`src/source/gpio_pkg.sv`:
```
/*
 * shared definitions for the gpio peripheral
 * apb address and data word types
 * pin vector type and the pin count limit
 * register offsets of the gpio register map
 */

package gpio_pkg;

   // ------------------------------------------------------------------------
   // limits
   // ------------------------------------------------------------------------

   // widest pin bank the block supports, PIN_COUNT must not exceed it
   localparam int GPIO_MAX_PINS = 16;

   // ------------------------------------------------------------------------
   // bus and pin types
   // ------------------------------------------------------------------------

   typedef logic [5:0]  apb_addr_t;                 // byte address in the block
   typedef logic [31:0] apb_data_t;                 // full apb data word

   // pin-wide vector at max width
   // modules slice it down to PIN_COUNT
   typedef logic [GPIO_MAX_PINS-1:0] pin_vec_t;

   // ------------------------------------------------------------------------
   // register map
   // ------------------------------------------------------------------------

   localparam apb_addr_t ADDR_DIR      = 6'h00;     // 1 makes the pin an output
   localparam apb_addr_t ADDR_OUT      = 6'h04;     // output data
   localparam apb_addr_t ADDR_IN       = 6'h08;     // synced pin values, read only
   localparam apb_addr_t ADDR_INT_EN   = 6'h0C;     // per pin interrupt enable
   localparam apb_addr_t ADDR_INT_POL  = 6'h10;     // 1 rising, 0 falling
   localparam apb_addr_t ADDR_INT_STAT = 6'h14;     // sticky, write one to clear

   // all remaining offsets read as zero
   // and writes to them are dropped

endpackage

```
`src/source/gpio_input_sync.sv`:
```
/*
 * pin input synchronizer
 * two flop stage per pin and a history flop
 * rising and falling edge pulses
 */

`timescale 1ns/1ps

module gpio_input_sync #(
   parameter int PIN_COUNT = 16
) (
   input  logic                  pclk,
   input  logic                  arst_n,
   input  logic [PIN_COUNT-1:0]  pin_in,            // asynchronous to pclk
   output logic [PIN_COUNT-1:0]  pin_sync,          // second stage
   output logic [PIN_COUNT-1:0]  rise,              // one cycle pulse
   output logic [PIN_COUNT-1:0]  fall               // one cycle pulse
);

   logic [PIN_COUNT-1:0] meta;                      // first stage, may go metastable
   logic [PIN_COUNT-1:0] sync_q;                    // second stage
   logic [PIN_COUNT-1:0] prev_q;                    // sync value one cycle back

   // ------------------------------------------------------------------------
   // synchronizer chain
   // ------------------------------------------------------------------------

   always_ff @(posedge pclk or negedge arst_n)
   begin
      if (!arst_n)
      begin
         meta   <= '0;
         sync_q <= '0;
         prev_q <= '0;
      end
      else
      begin
         meta   <= pin_in;
         sync_q <= meta;
         prev_q <= sync_q;                          // history for edge detect
      end
   end

   assign pin_sync = sync_q;

   // edges compare new sync value against history
   assign rise = sync_q & ~prev_q;
   assign fall = ~sync_q & prev_q;

endmodule

```
`src/source/gpio_int_ctrl.sv`:
```
/*
 * gpio interrupt controller
 * per pin edge selection by polarity
 * sticky status bits, write one to clear, set wins
 * interrupt vector masked by the enable
 */

`timescale 1ns/1ps

module gpio_int_ctrl #(
   parameter int PIN_COUNT = 16
) (
   input  logic                  pclk,
   input  logic                  arst_n,
   input  logic [PIN_COUNT-1:0]  rise,              // from the synchronizer
   input  logic [PIN_COUNT-1:0]  fall,
   input  logic [PIN_COUNT-1:0]  int_pol,           // 1 rising, 0 falling
   input  logic [PIN_COUNT-1:0]  int_en,
   input  logic [PIN_COUNT-1:0]  stat_clr,          // w1c pulse from regs
   output logic [PIN_COUNT-1:0]  int_stat,
   output logic [PIN_COUNT-1:0]  interrupt          // status & enable
);

   logic [PIN_COUNT-1:0] event_sel;                 // edge that counts per pin
   logic [PIN_COUNT-1:0] stat_next;

   // ------------------------------------------------------------------------
   // event selection
   // ------------------------------------------------------------------------

   // status is recorded whether or not the pin is enabled
   assign event_sel = (rise & int_pol) | (fall & ~int_pol);

   // ------------------------------------------------------------------------
   // sticky status
   // ------------------------------------------------------------------------

   always_comb
   begin
      stat_next = int_stat & ~stat_clr;             // clear first
      stat_next = stat_next | event_sel;            // new edge overrides clear
   end

   always_ff @(posedge pclk or negedge arst_n)
   begin
      if (!arst_n)
         int_stat <= '0;
      else
         int_stat <= stat_next;
   end

   // masked vector, the top level ORs it to one line
   assign interrupt = int_stat & int_en;

endmodule

```
`src/source/gpio_lite.sv`:
```
/*
 * gpio top level for an apb bus with up to 16 pins
 * apb phase decode into read and write strobes
 * zero fill of the unused read data bits
 * reduction of the per pin interrupts to one line
 */

`timescale 1ns/1ps

module gpio_lite #(
   parameter int PIN_COUNT = 16                     // number of io pins, 1 to 16
) (
   input  logic                  pclk,              // apb clock
   input  logic                  arst_n,            // async reset, active low
   input  logic                  psel,              // peripheral select
   input  logic                  penable,           // access phase
   input  logic                  pwrite,            // 1 for write transfers
   input  gpio_pkg::apb_addr_t   paddr,
   input  gpio_pkg::apb_data_t   pwdata,
   input  logic [PIN_COUNT-1:0]  gpio_pin_in,       // raw pin inputs, async
   input  logic [PIN_COUNT-1:0]  tri_state_enable,  // forces pin oe off
   output gpio_pkg::apb_data_t   prdata,
   output logic                  gpio_int,          // any enabled status bit
   output logic [PIN_COUNT-1:0]  n_gpio_pin_oe,     // active low output enable
   output logic [PIN_COUNT-1:0]  gpio_pin_out
);

   logic                  write;                    // write strobe, access phase
   logic                  read;                     // read strobe, setup phase
   gpio_pkg::apb_addr_t   addr;
   logic [PIN_COUNT-1:0]  wdata;
   logic [PIN_COUNT-1:0]  rdata;                    // registered in the subunit
   logic [PIN_COUNT-1:0]  interrupt_vec;            // masked status per pin

   // pin count range, caught at elaboration
   if ((PIN_COUNT < 1) || (PIN_COUNT > gpio_pkg::GPIO_MAX_PINS))
   begin : g_pin_count_check
      $fatal(1, "gpio_lite: PIN_COUNT must be between 1 and GPIO_MAX_PINS");
   end

   // ------------------------------------------------------------------------
   // apb decode
   // ------------------------------------------------------------------------

   assign write = psel & penable & pwrite;
   assign read  = psel & ~penable & ~pwrite;        // data is captured early
   assign addr  = paddr;
   assign wdata = pwdata[PIN_COUNT-1:0];            // upper bits unused

   // unused prdata bits tied low
   always_comb
   begin
      prdata                = '0;
      prdata[PIN_COUNT-1:0] = rdata;
   end

   assign gpio_int = |interrupt_vec;                // single irq line

   gpio_lite_subunit #(
      .PIN_COUNT         (PIN_COUNT)
   ) i_gpio_lite_subunit (
      .pclk              (pclk),
      .arst_n            (arst_n),
      .read              (read),
      .write             (write),
      .addr              (addr),
      .wdata             (wdata),
      .pin_in            (gpio_pin_in),
      .tri_state_enable  (tri_state_enable),
      .rdata             (rdata),
      .interrupt         (interrupt_vec),
      .pin_oe_n          (n_gpio_pin_oe),
      .pin_out           (gpio_pin_out)
   );

endmodule

```
`src/source/gpio_lite_subunit.sv`:
```
/*
 * gpio core, bus independent
 * register file, input synchronizer and interrupt controller
 * pin output and active low output enable with tri-state override
 */

`timescale 1ns/1ps

module gpio_lite_subunit #(
   parameter int PIN_COUNT = 16
) (
   input  logic                  pclk,
   input  logic                  arst_n,
   input  logic                  read,              // read strobe
   input  logic                  write,             // write strobe
   input  gpio_pkg::apb_addr_t   addr,
   input  logic [PIN_COUNT-1:0]  wdata,
   input  logic [PIN_COUNT-1:0]  pin_in,            // straight from the pads
   input  logic [PIN_COUNT-1:0]  tri_state_enable,
   output logic [PIN_COUNT-1:0]  rdata,
   output logic [PIN_COUNT-1:0]  interrupt,         // per pin, masked
   output logic [PIN_COUNT-1:0]  pin_oe_n,
   output logic [PIN_COUNT-1:0]  pin_out
);

   // register file outputs
   logic [PIN_COUNT-1:0]  dir;                      // 1 = drive the pin
   logic [PIN_COUNT-1:0]  out_data;
   logic [PIN_COUNT-1:0]  int_en;
   logic [PIN_COUNT-1:0]  int_pol;
   logic [PIN_COUNT-1:0]  stat_clr;                 // w1c pulse

   // input path
   logic [PIN_COUNT-1:0]  pin_sync;
   logic [PIN_COUNT-1:0]  rise;
   logic [PIN_COUNT-1:0]  fall;

   logic [PIN_COUNT-1:0]  int_stat;                 // sticky status for readback

   // ------------------------------------------------------------------------
   // pin drive
   // ------------------------------------------------------------------------

   assign pin_out  = out_data;
   // enable only for outputs not held in tri-state by the pad ring
   assign pin_oe_n = ~(dir & ~tri_state_enable);

   gpio_regs #(
      .PIN_COUNT  (PIN_COUNT)
   ) i_gpio_regs (
      .pclk       (pclk),
      .arst_n     (arst_n),
      .read       (read),
      .write      (write),
      .addr       (addr),
      .wdata      (wdata),
      .pin_sync   (pin_sync),
      .int_stat   (int_stat),
      .dir        (dir),
      .out_data   (out_data),
      .int_en     (int_en),
      .int_pol    (int_pol),
      .stat_clr   (stat_clr),
      .rdata      (rdata)
   );

   gpio_input_sync #(
      .PIN_COUNT  (PIN_COUNT)
   ) i_gpio_input_sync (
      .pclk       (pclk),
      .arst_n     (arst_n),
      .pin_in     (pin_in),
      .pin_sync   (pin_sync),
      .rise       (rise),
      .fall       (fall)
   );

   gpio_int_ctrl #(
      .PIN_COUNT  (PIN_COUNT)
   ) i_gpio_int_ctrl (
      .pclk       (pclk),
      .arst_n     (arst_n),
      .rise       (rise),
      .fall       (fall),
      .int_pol    (int_pol),
      .int_en     (int_en),
      .stat_clr   (stat_clr),
      .int_stat   (int_stat),
      .interrupt  (interrupt)
   );

endmodule

```
`src/source/gpio_regs.sv`:
```
/*
 * gpio register file
 * direction, output data, interrupt enable and polarity registers
 * write decode by offset and the status clear pulse
 * read multiplexer with registered read data
 */

`timescale 1ns/1ps

module gpio_regs #(
   parameter int PIN_COUNT = 16
) (
   input  logic                  pclk,
   input  logic                  arst_n,
   input  logic                  read,              // setup phase of a read
   input  logic                  write,             // access phase of a write
   input  gpio_pkg::apb_addr_t   addr,
   input  logic [PIN_COUNT-1:0]  wdata,
   input  logic [PIN_COUNT-1:0]  pin_sync,          // ADDR_IN source
   input  logic [PIN_COUNT-1:0]  int_stat,          // ADDR_INT_STAT source
   output logic [PIN_COUNT-1:0]  dir,
   output logic [PIN_COUNT-1:0]  out_data,
   output logic [PIN_COUNT-1:0]  int_en,
   output logic [PIN_COUNT-1:0]  int_pol,
   output logic [PIN_COUNT-1:0]  stat_clr,          // one cycle, w1c
   output logic [PIN_COUNT-1:0]  rdata
);

   // per register write enables
   logic wr_dir;
   logic wr_out;
   logic wr_int_en;
   logic wr_int_pol;
   logic wr_int_stat;

   gpio_pkg::pin_vec_t rd_sel;                      // full width read mux

   // ------------------------------------------------------------------------
   // write decode
   // ------------------------------------------------------------------------

   assign wr_dir      = write && (addr == gpio_pkg::ADDR_DIR);
   assign wr_out      = write && (addr == gpio_pkg::ADDR_OUT);
   assign wr_int_en   = write && (addr == gpio_pkg::ADDR_INT_EN);
   assign wr_int_pol  = write && (addr == gpio_pkg::ADDR_INT_POL);
   assign wr_int_stat = write && (addr == gpio_pkg::ADDR_INT_STAT);

   // ones in the write data clear the matching status bits
   assign stat_clr = wr_int_stat ? wdata : '0;

   always_ff @(posedge pclk or negedge arst_n)
   begin
      if (!arst_n)
      begin
         dir      <= '0;                            // all pins start as inputs
         out_data <= '0;
         int_en   <= '0;
         int_pol  <= '0;
      end
      else
      begin
         if (wr_dir)
            dir <= wdata;
         if (wr_out)
            out_data <= wdata;
         if (wr_int_en)
            int_en <= wdata;
         if (wr_int_pol)
            int_pol <= wdata;
      end
   end

   // ------------------------------------------------------------------------
   // read path
   // ------------------------------------------------------------------------

   always_comb
   begin
      rd_sel = '0;                                  // unmapped offsets read 0
      case (addr)
         gpio_pkg::ADDR_DIR:      rd_sel[PIN_COUNT-1:0] = dir;
         gpio_pkg::ADDR_OUT:      rd_sel[PIN_COUNT-1:0] = out_data;
         gpio_pkg::ADDR_IN:       rd_sel[PIN_COUNT-1:0] = pin_sync;
         gpio_pkg::ADDR_INT_EN:   rd_sel[PIN_COUNT-1:0] = int_en;
         gpio_pkg::ADDR_INT_POL:  rd_sel[PIN_COUNT-1:0] = int_pol;
         gpio_pkg::ADDR_INT_STAT: rd_sel[PIN_COUNT-1:0] = int_stat;
         default:                 rd_sel = '0;
      endcase
   end

   // captured at the end of the setup phase
   // so prdata is steady for the whole access phase
   always_ff @(posedge pclk or negedge arst_n)
   begin
      if (!arst_n)
         rdata <= '0;
      else if (read)
         rdata <= rd_sel[PIN_COUNT-1:0];            // holds between reads
   end

endmodule

```
`config.mk`:
```
export PLATFORM = sky130hd
export DESIGN_NAME = gpio_lite
export DESIGN_NICKNAME = d
export VERILOG_FILES = /design/src/source/gpio_pkg.sv /design/src/source/gpio_input_sync.sv /design/src/source/gpio_int_ctrl.sv /design/src/source/gpio_lite.sv /design/src/source/gpio_lite_subunit.sv /design/src/source/gpio_regs.sv
export SDC_FILE = /design/constraint.sdc
export NUM_CORES = 1
export LEC_CHECK = 0
export BUFFER_PORTS_ARGS = -buffer_cell sky130_fd_sc_hd__buf_4
export CAP_MARGIN = 20
export CORE_ASPECT_RATIO = 0.7
export CORE_UTILIZATION = 35
export CTS_CLUSTER_SIZE = 25
export DETAILED_ROUTE_END_ITERATION = 10
export PLACE_DENSITY = 0.56
export RECOVER_POWER = 25
export SYNTH_ARGS = -nofsm -noshare
export SYNTH_HDL_FRONTEND = slang
export SYNTH_HIERARCHICAL = 1
export SYNTH_SLANG_ARGS = --single-unit
```
`constraint.sdc`:
```
create_clock -name pclk -period 1.6 [get_ports pclk]
set_clock_uncertainty 0.1 [all_clocks]
set_input_delay 0.16 -clock pclk [delete_from_list [all_inputs] [get_ports pclk]]
set_output_delay 0.16 -clock pclk [all_outputs]
set_load 0.005 [all_outputs]
```
==> impl_metrics.tcl <==
set metrics [dict create \
    setup_slack_ns -0.4291 \
    rrSetupSlack_ns 0.18 \
    irDropWorstVdd_v 0.0006386 \
    synth_top_area_cell "dfrtp_1" \
    ys_seq_elements 144 \
    initial_core_util_pct 35.96 \
    clock_sinks 144 \
    yosysWarnings 6 \
    synth-edff-count 0 \
    cts_tree "done" \
    worst_slew_pin_slew_ns 0.8411 \
    area_growth_syn_to_layout_pct 35.86 \
    h-tree-depth 4 \
    intPower_uw 6759 \
    fp.dieH_um 116.1 \
    syn_area_per_cell_um2 12.74 \
    hold_path_depth 4 \
    hp-start "penable" \
    wl_per_cell_um 17.98 \
    synth_flop_cell "dfrtp_1" \
    grt_pass1_vias 4754 \
    grt_setup_unrepaired "true" \
    antenna_found_initial 0 \
    powerDensity_nw_per_um2 1009 \
    drt-pass1-iter-count 4 \
    cp_data_arrival_time_ns 1.77 \
    dr_total_vias 4743 \
    synth_area_leaders "dfrtp_1 55%, mux2_2 9.3%, mux2i_1 7.2%" \
    row_count 41 \
    drc 0 \
    grt_usage_pct 18.96 \
    syn_inst 511 \
    dp_cells 883 \
    slew_violations 0 \
    cp-startpoint "i_gpio_lite_subunit/i_gpio_int_ctrl/int_stat[10]$_DFF_PN0_" \
    die_x_um 165.0 \
    die-area_um2 19160 \
    cp-start-kind "flop" \
    grt_pass1_wl_um 26300 \
    drive_above_1_share_pct 42.30 \
    setup_tns_ns -0.4291 \
    io_pins 140 \
    maxCapViolCount 0 \
    timing.final.crit_share_pct 126.8 \
    io_buffers 107 \
    wl_um 17090 \
    worstHoldPathType "input pin to flop" \
    fmax_mhz 492.8 \
    hold_path_end "i_gpio_lite_subunit/i_gpio_regs/rdata[4]$_DFFE_PN0P_" \
    final_cell_mix "144 x dfrtp_1, 139 x buf_4, 54 x mux2_2, 47 x mux2i_1, 33 x dlygate4sd3_1" \
    first_iter_violations 275 \
    gp_congestion 0.8059 \
    critical_path_class "flop to primary output" \
    syn-cell-area_um2 6511 \
    worstReg2RegEnd "i_gpio_lite_subunit/i_gpio_regs/rdata[4]$_DFFE_PN0P_" \
    dpl.hpwl_um 11940 \
    synth_top_area_share_pct 55.34 \
    crit_required_ns 1.34 \
    switchingPower_uw 2167 \
    cp-end-kind "primary output" \
    power_frac_comb_pct 11.3 \
    synth-seq-area-share_pct 55.34 \
    power_frac_clock_pct 43.7 \
    antenna_left 0 \
    clkSlewWorstSetupHoldPaths_ns 0.06 \
    cts-root-buf "clkbuf_16" \
    crit_path_max_fanout 2 \
    r2r_cells 4 \
    clk_latency_ns 0.43 \
    cts_made_buffers 17 \
    setup_viol 1 \
    p_leak_uw 0.004247 \
    ys_types 38 \
    seqPwrFrac_pct 45.0 \
    grt_max_degree 52 \
    p_sw_share_pct 24.28 \
    diodes 0 \
    finalPower_uw 8926 \
    hold_viol 0 \
    utilization_pct 48.85 \
    final_net_count 776 \
    stdcell_count 950 \
    grt_overflow 0 \
    fillers 1636 \
    multi_input_area_um2 2678 \
    final_common_cell "dfrtp_1" \
    coreArea_um2 18110 \
    cts_max_path_buffers 2 \
    min_period_ns 2.029 \
    reg2reg_from "i_gpio_lite_subunit/i_gpio_regs/int_en[4]$_DFFE_PN0P_" \
    drt-vias-per-instance 4.993 \
    status "finished with violations" \
    regArea_um2 3603 \
    violations "setup timing" \
    max-slew-margin-rel_pct 43.93 \
    synthArstFlopShare_pct 100.0 \
]
power groups by stage:
stage | clock network [µW] | registers [µW] | logic (µW)
global placement | 0 | 4070 | 925
CTS | 3990 | 4020 | 1020
floorplan | 0 | 4020 | 427
detailed placement | 0 | 4080 | 946
global route | 4150 | 4040 | 1110
finish | 3900 | 4020 | 1010
logic make-up after synthesis:
kind of cell    share of synthesized area (%)
compound gates                          8.071
simple gates                            12.39
other cells                           0.05759
flops                                   55.34
mux                                     19.22
buf+inv                                 4.919
state kept, by name (all words and copies together) (netlist names):
name and flops:
i_gpio_lite_subunit/i_gpio_input_sync/meta 16, i_gpio_lite_subunit/i_gpio_input_sync/pin_sync 16, i_gpio_lite_subunit/i_gpio_regs/int_en 16, i_gpio_lite_subunit/i_gpio_regs/dir 16, i_gpio_lite_subunit/i_gpio_regs/out_data 16, i_gpio_lite_subunit/i_gpio_regs/rdata 16, i_gpio_lite_subunit/i_gpio_int_ctrl/int_stat 16, i_gpio_lite_subunit/i_gpio_input_sync/prev_q 16
i_gpio_lite_subunit/i_gpio_regs/int_pol 16
layer usage:
metal,vias up,part of all wire [%],track usage (%)
li1,2154,-,-
met1,2399,47,25.39
met2,164,44,28.26
met3,26,7.5,6.428
met4,0,1.7,7.645
met5,-,0,0
worst max path at each step:
| stage | endpoint | slack (ns) |
|---|---|---|
| floorplan | i_gpio_lite_subunit/i_gpio_regs/out_data[10]$_DFFE_PN0P_ | -0.21 |
| global placement | i_gpio_lite_subunit/i_gpio_regs/int_en[6]$_DFFE_PN0P_ | -0.21 |
| finish | gpio_int | -0.43 |
| global route | gpio_int | -0.49 |
| detailed placement | i_gpio_lite_subunit/i_gpio_regs/out_data[0]$_DFFE_PN0P_ | -0.20 |
| CTS | gpio_int | -0.44 |
stage by stage:
stage | setup slack [ns] | area [µm²] | hold WS (ns)
after floorplan | -0.2063 | 6601 | -0.2356
after global placement | -0.2090 | 7909 | -0.03344
after detailed placement | -0.2011 | 7909 | -0.03522
after CTS | -0.4449 | 8847 | 0.07977
after global routing | -0.4855 | 8846 | 0.1482
final | -0.4291 | 8846 | 0.1221
synthesized netlist by cell type, types with 2 or more instances:
library cell,count
buf_1,4
o221ai_1,4
and2b_2,32
o22a_1,11
a211o_1,4
nand2b_1,16
a21oi_1,16
nand2_1,3
o21a_1,4
nand3_1,12
a211oi_1,11
o211ai_1,7
inv_1,21
nor4_1,5
and2_1,32
clkbuf_1,10
mux2_4,10
dfrtp_1,144
mux2_2,54
a31oi_1,4
buf_4,17
nand4_1,2
nor2_1,7
o21ai_1,16
mux2i_1,47
buf_2,6
cell type report:
type | count | share of cell area, %
Tap cell | 236 | 3.338
Clock buffer | 18 | 4.965
Sequential cell | 144 | 40.74
Multi-Input combinational cell | 322 | 30.27
Timing Repair Buffer | 195 | 18.20
Clock inverter | 14 | 1.598
Inverter | 21 | 0.8911
repair_timing:
action | CTS | global route
gates resized for setup | 2 | 3
setup buffers | 2 | 0
pin swaps | 3 | 1
hold buffers | 33 | 0
hold endpoints to repair | 240 | 0
endpoints found under the setup margin | 1 | 1
worst max-delay path, stage by stage (launching register included):
cell and delay (ns):
dfrtp_1 0.38, and2_1 0.19, nor4_1 0.27, buf_4 0.16
nand4_1 0.16, buf_4 0.19
Note: power is estimated with default switching activity, not from simulation.
